## src/design/lsu_pkg.sv

```systemverilog
package lsu_pkg;

  typedef logic [31:0] addr_t;
  typedef logic [31:0] data_t;
  typedef logic [3:0]  strb_t;     // one bit per byte lane
  typedef logic [3:0]  trans_id_t; // scoreboard tag
  typedef logic [1:0]  resp_t;

  localparam resp_t RESP_OKAY   = 2'd0;
  localparam resp_t RESP_SLVERR = 2'd2;

  // 2'd3 is illegal
  typedef enum logic [1:0] {
    SIZE_BYTE = 2'd0,
    SIZE_HALF = 2'd1,
    SIZE_WORD = 2'd2
  } lsu_size_e;

  typedef struct packed {
    addr_t     addr;
    lsu_size_e size;
    logic      sext;  // 1 = sign extend the load
    logic      write;
    data_t     wdata; // unshifted, in the low lanes
    trans_id_t trans_id;
  } lsu_req_t;

  typedef struct packed {
    data_t     rdata;
    trans_id_t trans_id;
    logic      fault;
  } lsu_resp_t;

  typedef struct packed {
    logic  awvalid;
    addr_t awaddr;
    logic  wvalid;
    data_t wdata;
    strb_t wstrb;
    logic  bready;
  } axi_w_m2s_t;

  typedef struct packed {
    logic  awready;
    logic  wready;
    logic  bvalid;
    resp_t bresp;
  } axi_w_s2m_t;

  typedef struct packed {
    logic  arvalid;
    addr_t araddr;
    logic  rready;
  } axi_r_m2s_t;

  typedef struct packed {
    logic  arready;
    logic  rvalid;
    data_t rdata;
    resp_t rresp;
  } axi_r_s2m_t;

endpackage
```

## src/design/axi_read_slave.sv

```systemverilog
`timescale 1ns/1ps

module axi_read_slave #(
  parameter int MEM_WORDS    = 256,
  parameter int READ_LATENCY = 2
) (
  input  logic                         clock,
  input  logic                         reset,
  input  lsu_pkg::axi_r_m2s_t          r_m2s,
  output lsu_pkg::axi_r_s2m_t          r_s2m,
  output logic                         rd_en,
  output logic [$clog2(MEM_WORDS)-1:0] rd_index,
  input  lsu_pkg::data_t               rd_data
);
  import lsu_pkg::*;

  localparam int IDX_W = $clog2(MEM_WORDS);
  localparam int CNT_W = $clog2(READ_LATENCY + 1);

  typedef enum logic [1:0] {
    R_IDLE,
    R_WAIT,
    R_RESP
  } rd_state_e;

  rd_state_e        state;
  logic [CNT_W-1:0] cnt;
  logic             err_q;
  logic [IDX_W-1:0] idx_q;
  logic             ar_fire;
  logic             in_range;

  assign ar_fire  = r_m2s.arvalid && (state == R_IDLE);
  assign in_range = r_m2s.araddr[31:2] < 30'(MEM_WORDS);

  always_ff @(posedge clock) begin
    if (reset) begin
      state <= R_IDLE;
      cnt   <= '0;
      err_q <= 1'b0;
    end else begin
      unique case (state)
        R_IDLE: begin
          if (ar_fire) begin
            cnt   <= CNT_W'(READ_LATENCY - 1);
            err_q <= !in_range;
            state <= R_WAIT;
          end
        end
        R_WAIT: begin
          if (cnt == '0) state <= R_RESP; // sram read issued this cycle
          else cnt <= cnt - 1'b1;
        end
        R_RESP: begin
          if (r_m2s.rready) state <= R_IDLE;
        end
        default: state <= R_IDLE;
      endcase
    end
  end

  always_ff @(posedge clock) begin
    if (ar_fire) idx_q <= r_m2s.araddr[IDX_W+1:2];
  end

  assign rd_en    = (state == R_WAIT) && (cnt == '0) && !err_q;
  assign rd_index = idx_q;

  // sram output holds while no new read is issued
  assign r_s2m = '{arready: (state == R_IDLE),
                   rvalid:  (state == R_RESP),
                   rdata:   err_q ? '0 : rd_data,
                   rresp:   err_q ? RESP_SLVERR : RESP_OKAY};

  a_rdata_stable: assert property (@(posedge clock) disable iff (reset)
    r_s2m.rvalid && !r_m2s.rready |=> $stable(r_s2m.rdata) && $stable(r_s2m.rresp))
    else $error("rdata changed while rvalid stalled");

endmodule

```

## config.mk

```make
export PLATFORM = sky130hd
export DESIGN_NAME = axi_read_slave
export DESIGN_NICKNAME = d
export VERILOG_FILES = /design/src/design/lsu_pkg.sv /design/src/design/axi_read_slave.sv
export SDC_FILE = /design/constraint.sdc
export NUM_CORES = 1
export LEC_CHECK = 0
export BUFFER_PORTS_ARGS = -buffer_cell sky130_fd_sc_hd__buf_2
export CAP_MARGIN = 5
export CELL_PAD_IN_SITES_DETAIL_PLACEMENT = 0
export CELL_PAD_IN_SITES_GLOBAL_PLACEMENT = 1
export CORE_MARGIN = 8
export CORE_UTILIZATION = 18
export CTS_CLUSTER_DIAMETER = 40
export CTS_CLUSTER_SIZE = 16
export DETAILED_ROUTE_END_ITERATION = 12
export GPL_TIMING_DRIVEN = 0
export PLACE_DENSITY_LB_ADDON = 0.12
export SETUP_SLACK_MARGIN = 0.15
export SLEW_MARGIN = 20
export SYNTH_ARGS = -nofsm -noshare
export SYNTH_HDL_FRONTEND = slang
export SYNTH_SLANG_ARGS = --single-unit
```

## constraint.sdc

```tcl
create_clock -name clock -period 1.4 [get_ports clock]
set_input_delay 0.28 -clock clock [delete_from_list [all_inputs] [get_ports clock]]
set_output_delay 0.28 -clock clock [all_outputs]
set_load 0.03 [all_outputs]
```

* Word level (Yosys, flattened, before mapping)
Cells that the tools add are included.
W data, S select, Z words.
** Operators by class
- $lt $le $gt $ge :: 1
- Mux-type cells :: 8
- Eq/ne operators :: 6
- $add $sub $neg :: 1
- Reduce and logical (&&, ||, !) cells :: 11
** Operators with widths (count)
- $mux W32 :: 1
- $lt A30 B9 Y1 const B :: 1
- $mux W2 :: 5
- $pmux W2 S3 :: 1
- $reduce_and A3 Y1 :: 2
- $logic_not A2 Y1 :: 2
- $ne A2 B1 Y1 const B :: 2
- $ne A2 B2 Y1 const B :: 2
- $pmux W2 S2 :: 1
- $logic_and A1 B1 Y1 :: 3
- $eq A2 B1 Y1 const B :: 1
- $eq A2 B2 Y1 const B :: 1
- $logic_not A1 Y1 :: 2
- $reduce_and A2 Y1 :: 1
- $reduce_bool A2 Y1 :: 1
- $sub A2 B1 Y2 const B :: 1
** Storage, ports and cells
- Register bits :: 13
- Bits of input ports :: 68
- Output and inout port bits :: 45
- Word-level logic and storage cells :: 31

* Depth between registers and ports, before layout
- Depth in word-level cells :: 4
- Mapped depth :: 5
- Depth with buffers taken out :: 5

* Least setup slack after synthesis
No wires, ideal clock.
- Path type :: register to output
- From :: register cnt[0]
- To :: output port rd_en
- Data arrival time :: 1.649 ns
- Slack :: -0.529 ns
- Buffers on the path :: 0
- Stages on the path, launching flop included :: 5
- Cells stage by stage :: dfxtp_1 > inv_1 > ha_1 > inv_1 > nor4b_1
** On the way
- Word-level cells in the longest chain between the ends :: 3
** RTL lines
- start: declaration :: RTL line axi_read_slave.sv:27 : logic [CNT_W-1:0] cnt;
- start signal: assignment :: RTL line axi_read_slave.sv:45 : cnt <= CNT_W'(READ_LATENCY - 1);
- start signal: assignment :: RTL line axi_read_slave.sv:52 : else cnt <= cnt - 1'b1;
- $logic_not A2 Y1 :: RTL line axi_read_slave.sv:66 : assign rd_en = (state == R_WAIT) && (cnt == '0) && !err_q;
- $logic_and A1 B1 Y1 (2 in a row) :: RTL line axi_read_slave.sv:66
- end: declaration :: RTL line axi_read_slave.sv:11 : output logic rd_en,
Every way passes these cells.

* Final worst setup path
- From :: register err_q
- To :: output port rd_en
** On the way
- Word-level cells in the longest chain between the ends :: 2
** RTL lines
- start: declaration :: RTL line axi_read_slave.sv:28 : logic err_q;
- start signal: assignment :: RTL line axi_read_slave.sv:46 : err_q <= !in_range;
- $logic_not A1 Y1 :: RTL line axi_read_slave.sv:66
- $logic_and A1 B1 Y1 :: RTL line axi_read_slave.sv:66
Every way passes these cells.

==> impl_results.md <==
- Post-DRT Antenna Nets: 0
- Logic gate share of total power: 54.6%
- Total Wirelength: 3.936 mm
- Vias post-DR: 1122
- Post-synth EDFFs: 8
- Starting Density: 18.52%
- Mean routed wirelength per cell: 14.80 um
- Die Height: 82.70 um
- Psw: 615.6 uW
- Primary FF master, synth: edfxtp_1
- Post-synthesis sequential area ratio: 42.50%
- Failing checks: setup timing
- CP Launch Type: register
- Ys Warns: 0
- GPL Wtd Cong: 0.7354
- Final hold slack: 0.2176 ns
- Fin crit share: 107.0%
- Synthesized cell area: 800.8 um2
- Layout cells sized above 1: 78.50%
- Sequential share of power: 26.6%
- Internal power: 1114 uW
- Max FO, Critical Path: 6
- CORE AREA: 0.004324 mm2
- Diodes inserted: 0
- Fillers: 433
- Max-slew violation count: 0
- Reg clk slew, reported paths: 0.05 ns
- I/O pins: 113
- Placement Setup Slack: -0.09283 ns
- Critical path class: reg -> out
- CTS tree: built
- Fmax: 0.6678 GHz
- CTS max path bufs: 2
- Cell count after synthesis: 84
- Setup-failing EPs final: 23
- # DRC: 0
- Leak pwr: 0.001041 uW
- Vias in the first global route: 1196
- Final Hold Vio Count: 0
- Largest net degree at the start of global routing: 11
- Total Routing Usage GR: 9.785%
- Drt pass-1 iters: 4
- Syn nets: 153
- Critical Path RT: 1.12 ns
- Asr flop ratio synth: 0%
- TritonCTS buffer count: 3
- Area growth from synthesis to layout: 158.3%
- VDD IR-drop max: 265.1 uV
- Number of DRC markers in iteration 0: 19
- Max-Cap Viols: 0
- Highest metal used: met4
- Initial antenna violation count: 0
- Crit path DAT: 1.22 ns
- Flops & latches, synth: 13
- Min-Delay Path Class: in -> reg
- # clock sinks: 13
- First-pass GRT wire length: 5.313 mm
- Status: finished with violations
- Final nets: 284
- Final setup margin: -0.09735 ns
- Final Non-Filler Cells: 266
- Worst Skew: 0.006025 ns
- Dpl hpwl: 3.010 mm
- Sw frac: 35.59%
- Clk_lat worst skew: 0.24 ns
- Post-layout total power: 1729 uW
- Port Buffers: 109
- Tmin final: 1.497 ns
- Die Area: 0.006839 mm2
- Die W: 82.70 um
- Global route total overflow: 0
- RSZ-0062 raised after global routing: yes
- Routed length on met1: 1.225 mm
- Met2 routed WL: 2.164 mm
- Power Dens Cells: 836.2 mW/mm2
- Netlist cell types: 28
- Met3 wire len: 501 um
- Syn_area_per_cell: 9.533 um2
- Post-Place Cells: 245
- Row cnt: 24
- CTS Root Cell: clkbuf_8
- CP endpoint kind: output pin
- Clock share of power: 18.7%
- Via-per-instance ratio: 4.218
- H-tree depth: 1
power by group through the flow:
| stage | clock network (uW) | logic, uW | registers [uW] |
|---|---|---|---|
| floorplan | 0 | 368 | 499 |
| global placement | 0 | 619 | 463 |
| detailed placement | 0 | 627 | 465 |
| CTS | 341 | 785 | 461 |
| global route | 358 | 1000 | 465 |
| finish | 324 | 945 | 461 |
through the flow:
stage	util (%)	setup TNS (ns)	instance area [um2]
after floorplan	-	0	840.8
final	47.83	-0.9359	2068
after global placement	33.56	-0.5389	1451
after global routing	47.83	-2.107	2068
after detailed placement	33.56	-0.7399	1451
after CTS	41.09	-0.2728	1777
repair_timing:
item                                    4_1_cts  5_1_grt
pin swaps                                     4        3
setup buffers                                10        4
endpoints found under the setup margin       45       38
hold endpoints to repair                      0        0
cloned                                        1        2
resized for setup                            65       57
hold buffers                                  0        0
flip-flops by register name, indices dropped and copies added, names as in the netlist:
name and count:
rd_index 8, cnt 2, state 2, err_q 1
layer usage:
metal	track usage [%]	vias up
met3	4.437	4
met5	0	-
li1	-	543
met4	2.931	0
met1	9.269	511
met2	18.34	64
layout make-up:
class	count	area [um2]	share of cell area, %
buffer	7	101.3	4.900
clock buffer	4	45.04	2.178
inverter	3	13.76	0.6655
multi-input combinational	61	588.1	28.43
sequential	13	347.8	16.82
tap	52	65.06	3.146
timing repair buffer	126	907.1	43.86
worst paths after layout:
check,startpoint,end,slack (ns),cells after the start
setup reg to reg,cnt[1],cnt[0],0.07,6
hold / removal,r_m2s[5],rd_index[2],0.22,1
hold reg to reg,cnt[1],cnt[1],0.47,2
setup / recovery,err_q,rd_en,-0.1,3
worst max-delay path: stages (launching register included):
cell       delay, ns
dfxtp_4         0.37
clkbuf_16       0.16
nor4b_4         0.28
buf_6           0.17
cell families after synthesis:
kind of cell	synth area share [%]
AO/OA/AOI/OAI	5.626
adder cells (fa/ha/maj)	1.562
buffers and inverters	6.249
flip-flops	42.50
multiplexers	1.250
other	0.4683
AND/OR/NAND/NOR	42.35
cells in the mapped netlist (all sizes together) (2+ instances only):
master,count,share of area (%)
nor4,4,3.1
nor3,3,2.5
nor2b,33,26
edfxtp,8,30
clkbuf,4,2.0
o21ai,2,1.3
nor2,2,0.94
dfxtp,5,13
a21oi,2,1.3
buf,3,2.8
inv,3,1.4
cells in the final DEF (no fill, tap or decap), types with 2 or more instances in the layout:
master / n
a21oi_1: 2
buf_2: 73
buf_4: 25
buf_6: 28
buf_8: 3
clkbuf_16: 3
clkbuf_8: 3
dfxtp_2: 3
edfxtp_1: 8
inv_2: 2
nor2b_1: 14
nor2b_4: 19
nor3_1: 2
nor4_1: 4
Note: power is estimated with default switching activity, not from simulation.
