==> src/design/lsu_pkg.sv <==
package lsu_pkg;

  typedef logic [31:0] addr_t;
  typedef logic [31:0] data_t;
  typedef logic [3:0]  strb_t;     // one bit per byte lane
  typedef logic [3:0]  trans_id_t; // scoreboard tag
  typedef logic [1:0]  resp_t;

  localparam resp_t RESP_OKAY   = 2'd0;
  localparam resp_t RESP_SLVERR = 2'd2;

  // 2'd3 is illegal
  typedef enum logic [1:0] {
    SIZE_BYTE = 2'd0,
    SIZE_HALF = 2'd1,
    SIZE_WORD = 2'd2
  } lsu_size_e;

  typedef struct packed {
    addr_t     addr;
    lsu_size_e size;
    logic      sext;  // 1 = sign extend the load
    logic      write;
    data_t     wdata; // unshifted, in the low lanes
    trans_id_t trans_id;
  } lsu_req_t;

  typedef struct packed {
    data_t     rdata;
    trans_id_t trans_id;
    logic      fault;
  } lsu_resp_t;

  typedef struct packed {
    logic  awvalid;
    addr_t awaddr;
    logic  wvalid;
    data_t wdata;
    strb_t wstrb;
    logic  bready;
  } axi_w_m2s_t;

  typedef struct packed {
    logic  awready;
    logic  wready;
    logic  bvalid;
    resp_t bresp;
  } axi_w_s2m_t;

  typedef struct packed {
    logic  arvalid;
    addr_t araddr;
    logic  rready;
  } axi_r_m2s_t;

  typedef struct packed {
    logic  arready;
    logic  rvalid;
    data_t rdata;
    resp_t rresp;
  } axi_r_s2m_t;

endpackage
==> src/design/lsu.sv <==
`timescale 1ns/1ps

module lsu (
  input  logic               clock,
  input  logic               reset,
  input  lsu_pkg::lsu_req_t  req,
  input  logic               req_valid,
  output logic               req_ready,
  output lsu_pkg::lsu_resp_t resp,
  output logic               resp_valid,
  input  logic               resp_ready,
  output lsu_pkg::axi_r_m2s_t r_m2s,
  input  lsu_pkg::axi_r_s2m_t r_s2m,
  output lsu_pkg::axi_w_m2s_t w_m2s,
  input  lsu_pkg::axi_w_s2m_t w_s2m
);
  import lsu_pkg::*;

  typedef enum logic [1:0] {
    S_IDLE,
    S_WAIT_B,
    S_WAIT_R,
    S_RESP
  } lsu_state_e;

  lsu_state_e state;

  logic arvalid_q;
  logic rready_q;
  logic awvalid_q;
  logic wvalid_q;
  logic bready_q;

  addr_t     addr_q;
  data_t     wdata_q;
  strb_t     wstrb_q;
  lsu_size_e size_q;
  logic      sext_q;

  logic  accept;
  logic  r_done;
  logic  b_done;
  logic  resp_done;
  strb_t strb_base;

  // pick the lanes, then sign or zero fill the rest
  function automatic data_t load_extend(input data_t word, input logic [1:0] off,
                                        input lsu_size_e size, input logic sext);
    data_t shifted;
    shifted = word >> {off, 3'b000};
    unique case (size)
      SIZE_BYTE: return {{24{sext & shifted[7]}}, shifted[7:0]};
      SIZE_HALF: return {{16{sext & shifted[15]}}, shifted[15:0]};
      default:   return shifted;
    endcase
  endfunction

  assign req_ready = (state == S_IDLE);
  assign accept    = req_valid && req_ready;
  assign r_done    = rready_q && r_s2m.rvalid;
  assign b_done    = bready_q && w_s2m.bvalid;
  assign resp_done = resp_valid && resp_ready;

  always_comb begin
    unique case (req.size)
      SIZE_BYTE: strb_base = 4'b0001;
      SIZE_HALF: strb_base = 4'b0011;
      SIZE_WORD: strb_base = 4'b1111;
      default:   strb_base = 4'b0000;
    endcase
  end

  assign r_m2s = '{arvalid: arvalid_q, araddr: addr_q, rready: rready_q};
  assign w_m2s = '{awvalid: awvalid_q, awaddr: addr_q, wvalid: wvalid_q,
                   wdata: wdata_q, wstrb: wstrb_q, bready: bready_q};

  always_ff @(posedge clock) begin
    if (reset) begin
      state      <= S_IDLE;
      arvalid_q  <= 1'b0;
      rready_q   <= 1'b0;
      awvalid_q  <= 1'b0;
      wvalid_q   <= 1'b0;
      bready_q   <= 1'b0;
      resp_valid <= 1'b0;
    end else begin
      unique case (state)
        S_IDLE: begin
          if (accept && req.write) begin
            awvalid_q  <= 1'b1;
            wvalid_q   <= 1'b1;
            resp_valid <= 1'b1; // stores are posted
            state      <= S_WAIT_B;
          end else if (accept) begin
            arvalid_q <= 1'b1;
            state     <= S_WAIT_R;
          end
        end
        S_WAIT_B: begin
          if (awvalid_q && w_s2m.awready) awvalid_q <= 1'b0;
          if (wvalid_q && w_s2m.wready) wvalid_q <= 1'b0;
          if (w_s2m.bvalid && !bready_q) bready_q <= 1'b1;
          if (resp_done) resp_valid <= 1'b0;
          if (b_done) begin
            bready_q <= 1'b0;
            state    <= (resp_valid && !resp_ready) ? S_RESP : S_IDLE;
          end
        end
        S_WAIT_R: begin
          if (arvalid_q && r_s2m.arready) begin
            arvalid_q <= 1'b0;
            rready_q  <= 1'b1;
          end
          if (r_done) begin
            rready_q   <= 1'b0;
            resp_valid <= 1'b1;
            state      <= S_RESP;
          end
        end
        S_RESP: begin
          if (resp_done) begin
            resp_valid <= 1'b0;
            state      <= S_IDLE;
          end
        end
        default: state <= S_IDLE;
      endcase
    end
  end

  // request and response payload
  always_ff @(posedge clock) begin
    if (accept) begin
      addr_q        <= req.addr;
      size_q        <= req.size;
      sext_q        <= req.sext;
      wdata_q       <= req.wdata << {req.addr[1:0], 3'b000};
      wstrb_q       <= strb_base << req.addr[1:0];
      resp.rdata    <= '0;
      resp.fault    <= 1'b0;
      resp.trans_id <= req.trans_id;
    end else if (r_done) begin
      resp.rdata <= load_extend(r_s2m.rdata, addr_q[1:0], size_q, sext_q);
      resp.fault <= (r_s2m.rresp == RESP_SLVERR);
    end
  end

  a_arvalid_hold: assert property (@(posedge clock) disable iff (reset)
    r_m2s.arvalid && !r_s2m.arready |=> r_m2s.arvalid)
    else $error("arvalid dropped before arready");

  a_resp_stable: assert property (@(posedge clock) disable iff (reset)
    resp_valid && !resp_ready |=> resp_valid && $stable(resp))
    else $error("response changed while stalled");

  a_size_legal: assert property (@(posedge clock) disable iff (reset)
    accept |-> req.size inside {SIZE_BYTE, SIZE_HALF, SIZE_WORD})
    else $error("illegal access size accepted");

endmodule

==> config.mk <==
export PLATFORM = sky130hd
export DESIGN_NAME = lsu
export DESIGN_NICKNAME = d
export VERILOG_FILES = /design/src/design/lsu_pkg.sv /design/src/design/lsu.sv
export SDC_FILE = /design/constraint.sdc
export NUM_CORES = 1
export LEC_CHECK = 0
export BUFFER_PORTS_ARGS = -buffer_cell sky130_fd_sc_hd__buf_2
export CAP_MARGIN = 0
export CORE_ASPECT_RATIO = 1.5
export CORE_MARGIN = 8
export CORE_UTILIZATION = 41
export DETAILED_ROUTE_END_ITERATION = 8
export HOLD_SLACK_MARGIN = 0.1
export PLACE_DENSITY_LB_ADDON = 0.1
export SLEW_MARGIN = 5
export SYNTH_ARGS = -nofsm -noshare
export SYNTH_HDL_FRONTEND = slang
export SYNTH_SLANG_ARGS = --single-unit
==> constraint.sdc <==
create_clock -name clock -period 2.31 [get_ports clock]
set_clock_uncertainty 0.15 [all_clocks]
set_input_delay 0.1155 -clock clock [delete_from_list [all_inputs] [get_ports clock]]
set_output_delay 0.1155 -clock clock [all_outputs]
set_load 0.03 [all_outputs]
# [Word-level counts from Yosys, hierarchy flattened]
# Index checks and enable logic that the tools add are counted.
[totals] regBits=116 inputBits=117 word_cells=90
[classes] n_eq_ne=18 n_shift=3 mux=25 bitwise_logic=2 reduce_logical=27
[op_table] cell="$pmux 32 s2" count=1
[op_table] cell="$shl 32x5->32" count=1
[op_table] cell="$shr 32x5->32" count=1
[op_table] cell="$ne 2x2->1 const B" count=7
[op_table] cell="$mux 1" count=12
[op_table] cell="$mux 2" count=6
[op_table] cell="$pmux 4 s3" count=1
[op_table] cell="$logic_and 1x1->1" count=10
[op_table] cell="$reduce_and 3->1" count=3
[op_table] cell="$eq 2x2->1 const B" count=4
[op_table] cell="$pmux 2 s4" count=1
[op_table] cell="$reduce_and 4->1" count=2
[op_table] cell="$reduce_bool 2->1" count=4
[op_table] cell="$eq 2x1->1 const B" count=3
[op_table] cell="$logic_not 2->1" count=3
[op_table] cell="$ne 2x1->1 const B" count=3
[op_table] cell="$pmux 1 s2" count=3
[op_table] cell="$reduce_and 2->1" count=2
[op_table] cell="$shl 4x2->4" count=1
[op_table] cell="$ne 3x1->1 const B" count=1
[op_table] cell="$pmux 1 s3" count=1
[op_table] cell="$and 1x1->1" count=2
[op_table] cell="$logic_not 1->1" count=2
[op_table] cell="$reduce_or 2->1" count=1

# [Longest topological paths before layout]
[logic_depth] word_depth=5 depth_mapped=6 depth_no_buf=5

# [Worst setup path before layout]
# Ideal clock, no wire load.
[synth_path] path_kind="reg2reg" start="reg state[1]" end="reg addr_q[0], enable pin" setup_ns=0.402 t_arrival_ns=2.308 slack_ns=-0.550 stages_incl_launch_ff=6 path_buffers=2 period_less_slack_ns=2.860 cell_sequence="dfxtp_1 > buf_2 > nor2_1 > nand2_2 > inv_2 > buf_2"
[synth_between] elab_chain_len=2
[synth_lines] element="start: declaration" line="lsu.sv:26" source="lsu_state_e state;"
[synth_lines] element="start signal: assignment" line="lsu.sv:106" source="state <= (resp_valid && !resp_ready) ? S_RESP : S_IDLE;"
[synth_lines] element="$logic_not 2->1" line="lsu.sv:58" source="assign req_ready = (state == S_IDLE);"
[synth_lines] element="via req_ready" line="lsu.sv:8" source="output logic req_ready,"
[synth_lines] element="$logic_and 1x1->1" line="lsu.sv:59" source="assign accept = req_valid && req_ready;"
[synth_lines] element="via accept" line="lsu.sv:40" source="logic accept;"
[synth_lines] element="end signal: assignment" line="lsu.sv:134" source="addr_q <= req.addr;"
[synth_lines] element="end: declaration" line="lsu.sv:34" source="addr_t addr_q;"
# The timed path passes the listed nets, and every way through them passes these cells.
# A chain may end at the register's enable or synchronous reset.

# [Worst setup path after layout]
[layout_path] start="reg state[1]" end="reg arvalid_q"
[layout_between] elab_chain_len=5 word_cells_on_any_way=10 classes_between="eq/ne: 4; mux: 1; reduce/logical: 5"
[layout_lines] element="$logic_not 2->1" line="lsu.sv:58, lsu.sv:87"
[layout_lines] element="$logic_and 1x1->1" line="lsu.sv:59"
[layout_lines] element="$logic_and 1x1->1" line="lsu.sv:89" source="if (accept && req.write) begin"
[layout_lines] element="$ne 2x2->1 (no line)"
[layout_lines] element="$reduce_and 4->1 (no line)"
[layout_lines] element="end signal: assignment" line="lsu.sv:80" source="arvalid_q <= 1'b0;"
[layout_lines] element="end signal: assignment" line="lsu.sv:95" source="arvalid_q <= 1'b1;"
[layout_lines] element="end signal: assignment" line="lsu.sv:111" source="arvalid_q <= 1'b0;"
[layout_lines] element="end: declaration" line="lsu.sv:28" source="logic arvalid_q;"
# Several ways; a longest one is shown, not always the timed one.

==> impl_metrics.py <==
metrics = {
    "run_status": {
        "status": "finished clean",
    },
    "global_routing": {
        "grt_use_met1_pct": 20.91,
        "grt_pass1_wl_um": 26920,
        "grt-busiest-layer": "met2",
        "antenna_found_initial": 1,
        "grt_pass1_vias": 5129,
        "met2_usage_pct": 35.85,
        "grt.overflow.total": 0,
        "grt_use_met3_pct": 8.619,
        "grt_max_degree": 32,
        "grt_usage_pct": 20.71,
    },
    "drt": {
        "first_pass_iters": 5,
        "drt_iter0_markers": 159,
        "drc": 0,
        "wl_per_cell_um": 17.87,
        "routed_via_density": 4.897,
        "vias": 4696,
        "detail-route-antenna-nets": 0,
        "wl_um": 17140,
    },
    "logic_synthesis": {
        "yosysUniqueCellTypes": 41,
        "syn_avg_cell_area_um2": 11.96,
        "ys_top_cells_by_count": "edfxtp_1, dfxtp_1, nand2_1",
        "synth_ff_type": "edfxtp_1",
        "synth_area_leader_cell": "edfxtp_1",
        "synthArstFlopShare_pct": 0,
        "synth.net_count": 554,
        "synth_most_common_cell": "edfxtp_1",
        "netlist_area_um2": 5202,
        "synth_edf_count": 75,
        "ys_ff_latch": 116,
        "seq_area_frac_synth_pct": 59.07,
        "synthCells": 435,
        "yosys_warnings": 0,
        "synth_top_area_share_pct": 43.29,
        "synthTopCellsByArea": "edfxtp_1, dfxtp_1, mux2i_1, buf_4, nand2_1",
    },
    "critical_path": {
        "critical-path-max-stage-delay_ps": 550,
        "end_kind": "flop",
        "reg2reg_slack_ps": 180,
        "worstPathRequired_ps": 2510,
        "r2r_cells": 6,
        "crit_path_max_fanout": 18,
        "cp_slowest_cell": "dlygate4sd3_1",
        "rr_startpoint": "state[1]",
        "worstPathArrival_ps": 2330,
        "cp-start-kind": "flop",
        "path_buf_inv": 2,
        "cpLargestDelayFamily": "buffers and inverters",
        "crit_path_start": "state[1]",
        "setup.worst_path.end": "arvalid_q",
        "cp_num_cells": 6,
        "worstSetupPathType": "reg -> reg",
        "path_cells": "nor2_1 -> nand2_2 -> buf_4 -> or3_1 -> a21oi_1 -> dlygate4sd3_1",
        "regToRegEndpoint": "arvalid_q",
    },
    "placement": {
        "io_buffers": 258,
        "routabilityCongestion": 0.7991,
        "dp_cells": 801,
        "dp_hpwl_um": 12150,
        "post-place-ws_ps": 464.5,
    },
    "cells_and_area": {
        "area_growth_pct": 57.89,
        "drive_gt1_share_pct": 39.78,
        "final_nets": 909,
        "finalNonFillerCells": 959,
        "multi_input_area_um2": 1700,
        "seq_area_um2": 3073,
        "nFillCells": 999,
    },
    "floorplanning": {
        "coreArea_um2": 12450,
        "initial_core_util_pct": 41.79,
        "row_count": 50,
        "die_h_um": 154.0,
        "io_pins": 261,
        "die_w_um": 108.0,
        "die_area_um2": 16620,
    },
    "clock_network": {
        "clock_latency_ps": 400,
        "cts_made_buffers": 17,
        "ctsRootBufferMaster": "clkbuf_16",
        "cts_max_level": 4,
        "clk_pin_slew_ps": 60,
        "cts_setup_buffers": 0,
        "cts_buffer_depth": 2,
        "cts_tree": "done",
        "clock_sinks": 116,
    },
    "timing": {
        "setup_viol": 0,
        "hold_viol": 0,
        "worst_pin_slew_ps": 593.4,
        "tns_ps": 0,
        "finalCriticalPeriod_ps": 2133,
        "finalWorstSetupSlack_ps": 176.8,
        "grt_setup_unrepaired": "false",
        "fmax_mhz": 468.8,
        "slew_headroom_pct": 60.29,
        "slew_violations": 0,
        "finalCritPeriodShare_pct": 92.35,
    },
    "worst_hold_path": {
        "hold_class": "in -> reg",
    },
    "run": {
        "drv_cap": 0,
    },
    "power": {
        "irDropWorstVdd_v": 0.0004737,
        "power_density_nw_per_um2": 764.3,
        "leakage_uw": 0.003671,
    },
}
-- stage by stage --
step | utilization (%) | power (µW) | hold WS (ps) | area (µm²)
finish | 65.98 | 6278 | 122.0 | 8214
global route | 65.98 | 6538 | 146.7 | 8214
detailed placement | 51.38 | 3675 | 143.6 | 6396
global placement | 51.38 | 3662 | 142.4 | 6396
CTS | 65.91 | 6335 | 138.2 | 8205
floorplan | - | 3328 | 64.37 | 5209
-- cell usage in the layout, fill, tap and decap left out, drive strengths merged, types with 2 or more instances in the layout --
cell type / netlist / routed
buf: 51 / 271
dlygate4sd3: 0 / 126
edfxtp: 75 / 75
dfxtp: 41 / 41
nand2: 40 / 40
mux2i: 35 / 35
a21oi: 28 / 28
nor2: 25 / 25
clkbuf: 11 / 20
o21ai: 16 / 16
and2: 16 / 16
o221a: 16 / 16
nor2b: 15 / 15
a211oi: 12 / 12
mux2: 9 / 9
o211ai: 8 / 8
clkinv: 0 / 8
inv: 8 / 7
a22o: 7 / 7
clkinvlp: 0 / 3
nor3: 2 / 2
or3: 2 / 2
a311oi: 2 / 2
nand3b: 2 / 2
a31oi: 2 / 2
ha: 2 / 2
bufinv: 0 / 2
-- area by class of cell --
class / count / share of cell area, %
Tap cell: 156 / 2.376
Clock buffer: 19 / 5.270
Sequential cell: 116 / 37.41
Multi-Input combinational cell: 249 / 20.70
Antenna cell: 1 / 0.03046
Inverter: 8 / 0.3808
Clock inverter: 12 / 1.401
Timing Repair Buffer: 398 / 32.43
-- state kept, by name (all words and copies together), names as in the netlist --
register	count
wstrb_q	4
arvalid_q	1
sext_q	1
rready_q	1
state	2
size_q	2
bready_q	1
resp_valid	1
wvalid_q	1
wdata_q	32
resp	37
addr_q	32
awvalid_q	1
-- worst reg2reg max path: cells and delay by family, from the launching register on --
kind / cells / cell delay (ps)
buffers and inverters: 2 / 760
and+or+nand+nor: 3 / 650
AOI/OAI and AO/OA: 1 / 140
DFF: 1 / 380
-- power by group --
part           internal, µW  total, µW  switching, µW
Sequential             2410       2480           74.1
Combinational           511       1350            835
Clock                  1560       2450            891
Total                  4480       6280           1800
-- logic make-up (layout without fill, tap and decap cells) --
kind of cell               count (synthesis)  after routing  share of synthesized area (%)
AOI/OAI and AO/OA                         96             96                          13.35
xor gates and xnor gates                   1              1                         0.1684
adders and majority gates                  2              2                         0.4809
buffers and inverters                     70            437                          8.249
DFF                                      116            116                          59.07
muxes                                     45             45                          9.115
other                                      0              1                              0
and+or+nand+nor                          105            105                          9.572
-- layer usage --
metal / wire, µm / up-vias
li1: - / 2270
met1: 6154 / 2195
met2: 8990 / 203
met3: 1497 / 28
met4: 496 / 0
met5: 0 / -
-- worst min path at each step --
stage	startpoint	endpoint	cells after the start
finish	r_s2m[34]	rready_q	3
floorplan	req[40]	addr_q[0]	0
CTS	r_s2m[34]	resp[0]	5
global placement	req[63]	addr_q[23]	1
detailed placement	req[54]	addr_q[14]	1
global route	r_s2m[34]	rready_q	3
-- what timing repair did --
action                                  4_1_cts  5_1_grt
endpoints found under the setup margin        0        7
hold endpoints to repair                    113        0
gates resized for setup                       0        3
hold buffers                                126        0
Power figures use the tool's default switching activity.
