`src/design/lsu_pkg.sv`:
```
package lsu_pkg;

  typedef logic [31:0] addr_t;
  typedef logic [31:0] data_t;
  typedef logic [3:0]  strb_t;     // one bit per byte lane
  typedef logic [3:0]  trans_id_t; // scoreboard tag
  typedef logic [1:0]  resp_t;

  localparam resp_t RESP_OKAY   = 2'd0;
  localparam resp_t RESP_SLVERR = 2'd2;

  // 2'd3 is illegal
  typedef enum logic [1:0] {
    SIZE_BYTE = 2'd0,
    SIZE_HALF = 2'd1,
    SIZE_WORD = 2'd2
  } lsu_size_e;

  typedef struct packed {
    addr_t     addr;
    lsu_size_e size;
    logic      sext;  // 1 = sign extend the load
    logic      write;
    data_t     wdata; // unshifted, in the low lanes
    trans_id_t trans_id;
  } lsu_req_t;

  typedef struct packed {
    data_t     rdata;
    trans_id_t trans_id;
    logic      fault;
  } lsu_resp_t;

  typedef struct packed {
    logic  awvalid;
    addr_t awaddr;
    logic  wvalid;
    data_t wdata;
    strb_t wstrb;
    logic  bready;
  } axi_w_m2s_t;

  typedef struct packed {
    logic  awready;
    logic  wready;
    logic  bvalid;
    resp_t bresp;
  } axi_w_s2m_t;

  typedef struct packed {
    logic  arvalid;
    addr_t araddr;
    logic  rready;
  } axi_r_m2s_t;

  typedef struct packed {
    logic  arready;
    logic  rvalid;
    data_t rdata;
    resp_t rresp;
  } axi_r_s2m_t;

endpackage
```
`src/design/axi_write_slave.sv`:
```
`timescale 1ns/1ps

module axi_write_slave #(
  parameter int MEM_WORDS = 256
) (
  input  logic                         clock,
  input  logic                         reset,
  input  lsu_pkg::axi_w_m2s_t          w_m2s,
  output lsu_pkg::axi_w_s2m_t          w_s2m,
  output logic                         wr_en,
  output logic [$clog2(MEM_WORDS)-1:0] wr_index,
  output lsu_pkg::data_t               wr_data,
  output lsu_pkg::strb_t               wr_strb
);
  import lsu_pkg::*;

  localparam int IDX_W = $clog2(MEM_WORDS);

  logic aw_got;    // address beat captured
  logic w_got;     // data beat captured
  logic wr_done_q;
  logic err_q;

  logic [IDX_W-1:0] idx_q;
  data_t            data_q;
  strb_t            strb_q;

  logic aw_fire;
  logic w_fire;
  logic both;
  logic b_fire;

  assign aw_fire = w_m2s.awvalid && !aw_got;
  assign w_fire  = w_m2s.wvalid && !w_got;
  assign both    = aw_got && w_got;
  assign b_fire  = both && w_m2s.bready;

  always_ff @(posedge clock) begin
    if (reset) begin
      aw_got    <= 1'b0;
      w_got     <= 1'b0;
      wr_done_q <= 1'b0;
      err_q     <= 1'b0;
    end else begin
      if (aw_fire) begin
        aw_got <= 1'b1;
        err_q  <= !(w_m2s.awaddr[31:2] < 30'(MEM_WORDS));
      end
      if (w_fire) w_got <= 1'b1;
      if (both && !wr_done_q) wr_done_q <= 1'b1;
      if (b_fire) begin
        aw_got    <= 1'b0;
        w_got     <= 1'b0;
        wr_done_q <= 1'b0;
      end
    end
  end

  always_ff @(posedge clock) begin
    if (aw_fire) idx_q <= w_m2s.awaddr[IDX_W+1:2];
    if (w_fire) begin
      data_q <= w_m2s.wdata;
      strb_q <= w_m2s.wstrb;
    end
  end

  // one write per transaction and none out of range
  assign wr_en    = both && !wr_done_q && !err_q;
  assign wr_index = idx_q;
  assign wr_data  = data_q;
  assign wr_strb  = strb_q;

  assign w_s2m = '{awready: !aw_got,
                   wready:  !w_got,
                   bvalid:  both,
                   bresp:   err_q ? RESP_SLVERR : RESP_OKAY};

  a_b_after_beats: assert property (@(posedge clock) disable iff (reset)
    $rose(w_s2m.bvalid) |->
      $past(aw_got || (w_m2s.awvalid && w_s2m.awready)) &&
      $past(w_got || (w_m2s.wvalid && w_s2m.wready)))
    else $error("bvalid raised before both aw and w transferred");

endmodule

```
`config.mk`:
```
export PLATFORM = sky130hd
export DESIGN_NAME = axi_write_slave
export DESIGN_NICKNAME = d
export VERILOG_FILES = /design/src/design/lsu_pkg.sv /design/src/design/axi_write_slave.sv
export SDC_FILE = /design/constraint.sdc
export NUM_CORES = 1
export LEC_CHECK = 0
export ABC_AREA = 1
export BUFFER_PORTS_ARGS = -buffer_cell sky130_fd_sc_hd__clkbuf_2
export CAP_MARGIN = 20
export CORE_ASPECT_RATIO = 0.5
export CORE_MARGIN = 8
export CORE_UTILIZATION = 32
export DETAILED_ROUTE_END_ITERATION = 16
export PLACE_DENSITY = 0.67
export SETUP_SLACK_MARGIN = 0.4
export SLEW_MARGIN = 15
export SYNTH_ARGS = -nofsm -noshare
export SYNTH_HDL_FRONTEND = slang
export SYNTH_SLANG_ARGS = --single-unit
```
`constraint.sdc`:
```
create_clock -name clock -period 3.6 [get_ports clock]
set_clock_uncertainty 0.1 [all_clocks]
set_input_delay 0.72 -clock clock [delete_from_list [all_inputs] [get_ports clock]]
set_output_delay 0.72 -clock clock [all_outputs]
set_load 0.02 [all_outputs]
```
Word level (Yosys, flattened, before mapping)
Cells that the tools add are included.
Widths: inputs -> output; s select.
{ "word_totals": {"reg_bits": 48, "inputBits": 73, "output_inout_bits": 50} }
{ "op_classes": {"magnitude_cmp": 1, "n_mux": 1, "n_reduce_logical": 12} }
{ "ops": {"columns": ["operator", "count"], "rows": [
  ["$lt 30x9->1 const B", 1],
  ["$logic_and 1x1->1", 6],
  ["$logic_not 1->1", 5],
  ["$mux 2", 1],
  ["$reduce_or 2->1", 1]
]} }

Depth between registers and ports, before layout
Gate-level depths: netlist of the first run.
{ "logic_depth": {"word_depth": 3, "ltp_mapped": 7, "mapped_depth_nobuf": 7} }

Worst setup path after synthesis of the first run
OpenSTA, ideal clock, no wires.
{ "synth_timing": {"path_type": "input to register", "startpoint": "input w_m2s[37] (netlist name)", "endpoint": "register data_q[0], in the netlist wr_data[0] (enable)", "setup_ns": 0.430, "arrival_ns": 2.290, "setup_slack_ns": 0.780, "cell_stages": 2, "path_cell_list": "inv_1 nor2_1"} }
{ "synth_between": {"elab_chain_cells": 1} }
{ "synth_lines": {"columns": ["item", "line", "rtl"], "rows": [
  ["start: declaration", "axi_write_slave.sv:8", "input lsu_pkg::axi_w_m2s_t w_m2s,"],
  ["$logic_and 1x1->1", "axi_write_slave.sv:34", "assign w_fire = w_m2s.wvalid && !w_got;"],
  ["named net w_fire", "axi_write_slave.sv:29", "logic w_fire;"],
  ["end signal: assignment", "axi_write_slave.sv:62", "data_q <= w_m2s.wdata;"],
  ["end: declaration", "axi_write_slave.sv:25", "data_t data_q;"]
]} }
The timed path passes the listed nets, and every way through them passes these cells.
A chain may end at the register's enable or synchronous reset.

Final worst setup path of the first run
{ "layout_timing": {"startpoint": "register aw_got", "endpoint": "output wr_en"} }
{ "layout_between": {"elab_chain_cells": 3} }
{ "layout_lines": {"columns": ["item", "line", "rtl"], "rows": [
  ["start: declaration", "axi_write_slave.sv:19", "logic aw_got;"],
  ["start signal: assignment", "axi_write_slave.sv:40", "aw_got <= 1'b0;"],
  ["start signal: assignment", "axi_write_slave.sv:46", "aw_got <= 1'b1;"],
  ["start signal: assignment", "axi_write_slave.sv:52", "aw_got <= 1'b0;"],
  ["$logic_and 1x1->1", "axi_write_slave.sv:35", "assign both = aw_got && w_got;"],
  ["$logic_and 1x1->1 (2 in a row)", "axi_write_slave.sv:68", "assign wr_en = both && !wr_done_q && !err_q;"],
  ["end: declaration", "axi_write_slave.sv:10", "output logic wr_en,"]
]} }
Every way passes these cells.

==> results.json, run 1 <==
{
  "antenna_found_initial": 0,
  "syn_area_um2": 1590,
  "synth_cell_types": 13,
  "hpwl_um": 3410,
  "regArea_um2": 1400,
  "gp_congestion": 0.731,
  "slew_violations": 0,
  "vias_per_cell": 3.95,
  "cts_buffers": 5,
  "clock_power_share": 0.272,
  "hold_path_class": "reg2reg",
  "multi_input_area_um2": 141,
  "fill_cells": 439,
  "nNetsFinal": 288,
  "yosys-top-cells-area": "edfxtp_1 83%, dfxtp_1 5.1%, nor2_1 4.5%, nand2_1 1.9%, buf_4 1.4%",
  "synth.top_cell.area_share": 0.833,
  "syn_avg_cell_area_um2": 17.4,
  "grt_max_degree": 37,
  "io_buffers": 119,
  "drive_gt1_frac": 0.597,
  "die_h_um": 65.8,
  "drv_cap": 0,
  "grt_pass1_wl_um": 6140,
  "power.internal_uw": 835,
  "routed_wl_um": 4040,
  "async_flop_share": 0,
  "grt_usage": 0.106,
  "cts-root-buf": "clkbuf_8",
  "whs_ns": 0.391,
  "status": "finished clean",
  "finalCritPeriodShare": 0.530,
  "area_growth_pct": 47.4,
  "post_cts_resized": 0,
  "grt_pass1_vias": 1274,
  "peakVddDrop_uv": 178,
  "fin_area_um2": 2340,
  "setup_viol": 0,
  "dieArea_um2": 7600,
  "dpl_cell_area_um2": 2260,
  "drc": 0,
  "final_cells": 286,
  "p_comb_frac": 0.125,
  "drt_first_pass_iters": 4,
  "postRouteAntennaNets": 0,
  "synth_most_common_cell": "edfxtp_1",
  "synth_top_area_cell": "edfxtp_1",
  "via_count": 1131,
  "powerDensity_nw_per_um2": 465,
  "clock_latency_ns": 0.28,
  "period_needed_ns": 1.91,
  "ys_seq_elements": 48,
  "required_ns": 2.78,
  "switchingPower_uw": 253,
  "first_iter_violations": 45,
  "clock-sinks": 48,
  "postCtsSetupBuffers": 0,
  "synth_edf_count": 44,
  "die_x_um": 116,
  "fin_tns_setup_ns": 0,
  "holdBufCountCts": 0,
  "antenna_cells": 0,
  "start_kind": "register",
  "cp-end-kind": "output port",
  "finalHoldViolations": 0,
  "synth_nets": 164,
  "p_sw_frac": 0.232,
  "crit_fanout": 3,
  "criticalPathCategory": "reg2out",
  "yosys_most_used_dff": "edfxtp_1",
  "cp.arrival_ns": 1.09,
  "ys_warn_count": 0,
  "seq_power_share": 0.603,
  "ios": 123,
  "grt_overflow": 0,
  "drt-wirelength-per-cell_um": 14.1,
  "cts.htree.levels": 2,
  "syn-instance-count": 91,
  "initial_utilization": 0.327,
  "clk_pin_slew_ns": 0.08,
  "dp.cells": 278,
  "rows": 18,
  "power.leakage_nw": 1.08,
  "synth_common_cells": "44 x edfxtp_1, 19 x nor2_1, 8 x nand2_1, 5 x inv_1, 4 x dfxtp_1",
  "cts_tree": "done",
  "fmax_mhz": 524,
  "cts_buffer_depth": 2,
  "rsz0062_at_grt": "false",
  "core_um2": 4840,
  "ys_seq_area_frac": 0.884
}
-- worst paths after layout --
kind / startpoint / slack, ns / endpoint / depth (start not counted)
max reg2reg: w_got$_SDFFE_PP0P_ / 2.32 / wr_data[8]$_DFFE_PP_ / 2
max: aw_got$_SDFFE_PP0P_ / 1.69 / wr_en / 3
min reg2reg: wr_done_q$_SDFFE_PP0P_ / 0.39 / wr_done_q$_SDFFE_PP0P_ / 2
min: wr_done_q$_SDFFE_PP0P_ / 0.39 / wr_done_q$_SDFFE_PP0P_ / 2
-- through the flow --
step	setup WS [ns]	power [mW]	utilization
global placement	1.77	0.804	0.466
floorplan	0.780	0.736	-
finish	1.69	1.09	0.483
detailed placement	1.77	0.808	0.466
global route	1.59	1.14	0.483
CTS	1.67	1.11	0.483
-- logic make-up (layout without fill, tap and decap cells) --
logic type,after synthesis,after routing,share of synthesized area
AOI/OAI and AO/OA,3,3,0.0111
buffers and inverters,9,134,0.0284
DFF,48,48,0.884
other,1,1,0.00237
and+or+nand+nor,30,30,0.0742
-- cells in the final DEF, fill, tap and decap left out, types with 2 or more instances in the layout --
master      n
clkbuf_2  119
edfxtp_1   44
nor2_1     18
nand2_1     8
inv_1       5
clkbuf_8    5
dfxtp_1     4
nor2_2      2
a21oi_1     2
clkbuf_1    2
-- critical path, cell delays in order, from the launching register on --
cell and delay, ns:
dfxtp_1 0.36, nand2_1 0.09, nor3_1 0.15, clkbuf_2 0.20
-- per-layer routing --
layer	up-vias	wire [µm]	track usage
met5	-	0	0
met4	0	57	0.0486
met3	6	224	0.0328
met2	38	2510	0.217
met1	528	1250	0.0933
li1	559	-	-
-- registers in the layout (all words and copies together), names as in the netlist --
name / count
aw_got: 1
err_q: 1
w_got: 1
wr_data: 32
wr_done_q: 1
wr_index: 8
wr_strb: 4
-- final cells by class --
cell class                 count  area share
sequential                    48       0.600
timing repair buffer         120       0.258
multi-input combinational     34      0.0605
tap                           70      0.0375
clock buffer                   7      0.0327
inverter                       6     0.00964
clock inverter                 1     0.00214
-- power groups by stage --
stage / clock [mW] / combinational, mW / sequential (mW)
after global placement: 0 / 0.136 / 0.668
after floorplan: 0 / 0.0290 / 0.707
after detailed placement: 0 / 0.138 / 0.670
after CTS: 0.311 / 0.138 / 0.657
after global routing: 0.335 / 0.146 / 0.660
final: 0.296 / 0.136 / 0.656
Note: power is estimated with default switching activity, not from simulation.
==> inputs of run 2 (changes only) <==
- ABC_AREA: 1 -> 0
- clock period: 3.6 -> 1.8 ns (I/O delays scaled with it)
==> results.json, run 2 <==
{
  "crit_family": "flip-flops",
  "gp_congestion": 0.780,
  "start_kind": "register",
  "r2r_setup_slack_ns": 0.46,
  "io_buffers": 119,
  "core_um2": 4820,
  "clock_latency_ns": 0.28,
  "synth.top_cell.area_share": 0.846,
  "status": "finished clean",
  "path_cells": "nor4_4 -> buf_4",
  "ys_warn_count": 0,
  "holdBufCountCts": 0,
  "hpwl_um": 3330,
  "routed_wl_um": 4060,
  "syn_area_um2": 1560,
  "area_growth_pct": 53.8,
  "drive_gt1_frac": 0.688,
  "dieArea_um2": 7510,
  "finalCritPeriodShare": 0.834,
  "r2r_end": "wr_data[2]$_DFFE_PP_",
  "ys_seq_area_frac": 0.897,
  "rows": 18,
  "cts-root-buf": "clkbuf_8",
  "grt_overflow": 0,
  "cp-end-kind": "output port",
  "layout_commonest_cell": "clkbuf_2",
  "async_flop_share": 0,
  "r2r.worst_path.cells": 4,
  "synth_edf_count": 44,
  "setup_viol": 0,
  "cts_buffer_depth": 2,
  "largest_reg_flops": 32,
  "synth_common_cells": "44 x edfxtp_1, 5 x nor4_1, 4 x dfxtp_1",
  "rsz0062_at_grt": "true",
  "r2r-start": "w_got$_SDFFE_PP0P_",
  "synth_most_common_cell": "edfxtp_1",
  "hold_path_class": "in2reg",
  "grt_max_degree": 37,
  "vias_per_cell": 4.07,
  "drv_cap": 0,
  "ys_seq_elements": 48,
  "required_ns": 1.34,
  "syn-instance-count": 74,
  "period_needed_ns": 1.50,
  "synth_cell_types": 16,
  "yosys-top-cells-area": "edfxtp_1 85%, dfxtp_1 5.1%, nor4_1 2.0%, buf_4 1.4%, nor3_1 0.96%",
  "clk_pin_slew_ns": 0.08,
  "startpoint": "err_q$_SDFFE_PP0P_",
  "drc": 0,
  "synth_top_area_cell": "edfxtp_1",
  "first_iter_violations": 33,
  "fmax_mhz": 666,
  "clock-sinks": 48,
  "power.leakage_nw": 1.08,
  "peakVddDrop_uv": 376,
  "initial_utilization": 0.324,
  "grt_usage": 0.109,
  "finalHoldViolations": 0,
  "cts_buffers": 5,
  "p_total_mw": 2.19,
  "nNetsFinal": 275,
  "fin_tns_setup_ns": 0,
  "drt_first_pass_iters": 3,
  "cp_num_buf_inv": 1,
  "criticalPathCategory": "reg2out",
  "dp_slack_ns": 0.389,
  "drt-wirelength-per-cell_um": 14.9,
  "powerDensity_nw_per_um2": 912,
  "min_path_cells": 1,
  "grt_pass1_vias": 1312,
  "cp.arrival_ns": 1.04,
  "crit_fanout": 2,
  "min_to": "wr_data[27]$_DFFE_PP_",
  "cts.htree.levels": 2,
  "whs_ns": 0.139,
  "slowest_stage": "dfxtp_2",
  "die_x_um": 115,
  "cts_tree": "done",
  "postRouteAntennaNets": 0,
  "grt_pass1_wl_um": 6250,
  "fill_cells": 439,
  "antenna_found_initial": 0,
  "slowest_delay_ns": 0.34,
  "yosys_most_used_dff": "edfxtp_1",
  "setup_ws_ns": 0.298,
  "synth_nets": 147,
  "syn_avg_cell_area_um2": 21.1,
  "min-delay-start": "w_m2s[32]",
  "ios": 123,
  "die_h_um": 65.4,
  "slew_violations": 0,
  "mostFrequentLayoutCells": "115 x clkbuf_2, 44 x edfxtp_1, 6 x buf_4",
  "antenna_cells": 0,
  "via_count": 1108
}
run 2: cell count changes after synthesis, sizes merged, moves of 2 or more:
cell	before	now
nand2	8	0
nor4	0	5
inv	6	2
nor2	20	3
nor3	1	4
nor2b	0	2
a21oi	2	0
run 2: logic make-up (layout without fill, tap and decap cells):
logic type             Yosys count  after routing  synth area share
AND/OR/NAND/NOR                 18             18            0.0721
AO/OA/AOI/OAI                    2              2           0.00882
buffers and inverters            5            133            0.0192
other                            1              1           0.00240
flip-flops                      48             48             0.897
run 2: worst max-delay path by stage:
| stage | slack [ns] | cells after the start | end |
|---|---|---|---|
| finish | 0.30 | 2 | wr_en |
| global route | 0.23 | 3 | wr_en |
| CTS | 0.25 | 2 | wr_en |
| detailed placement | 0.39 | 4 | err_q$_SDFFE_PP0P_ |
| global placement | 0.40 | 4 | err_q$_SDFFE_PP0P_ |
| floorplan | 0.35 | 1 | wr_data[0]$_DFFE_PP_ |
run 2: report_power, final:
| part | total, mW | switching, mW | leakage [nW] | internal, mW |
|---|---|---|---|---|
| clock network | 0.579 | 0.323 | 0.0391 | 0.257 |
| logic | 0.295 | 0.171 | 0.587 | 0.125 |
| registers | 1.32 | 0.0210 | 0.454 | 1.29 |
| total | 2.19 | 0.514 | 1.08 | 1.68 |
run 2: area by class of cell:
| class | count | area, µm² | share of cell area |
|---|---|---|---|
| tap | 70 | 87.6 | 0.0365 |
| clock buffer | 5 | 68.8 | 0.0287 |
| multi-input combinational | 21 | 155 | 0.0646 |
| timing repair buffer | 124 | 667 | 0.278 |
| sequential | 48 | 1410 | 0.586 |
| clock inverter | 2 | 7.51 | 0.00313 |
| inverter | 2 | 7.51 | 0.00313 |
run 2: metrics by stage:
| stage | util | instance area, µm² | std cells |
|---|---|---|---|
| finish | 0.498 | 2400 | 272 |
| floorplan | - | 1580 | 74 |
| detailed placement | 0.471 | 2270 | 262 |
| global placement | 0.471 | 2270 | 262 |
| CTS | 0.497 | 2390 | 272 |
| global route | 0.498 | 2400 | 272 |
run 2: metal layers:
layer,share of wire,up-vias,GRT usage
met5,0,-,0
met4,0.023,0,0.0616
met3,0.062,8,0.0347
met2,0.58,44,0.214
met1,0.34,520,0.0988
li1,-,536,-
run 2: worst register-to-register path: stages (launching register included):
cell     delay [ns]
dfxtp_4        0.35
buf_6          0.11
buf_4          0.13
nor2b_4        0.12
buf_12         0.22
run 2: timing repair:
| action | in CTS | in global routing |
|---|---|---|
| buffers inserted | 3 | 0 |
| cloned | 0 | 0 |
| pin swaps | 0 | 0 |
| endpoints found under the setup margin | 4 | 4 |
| gates resized for setup | 10 | 7 |
| endpoints found under the hold margin | 0 | 0 |
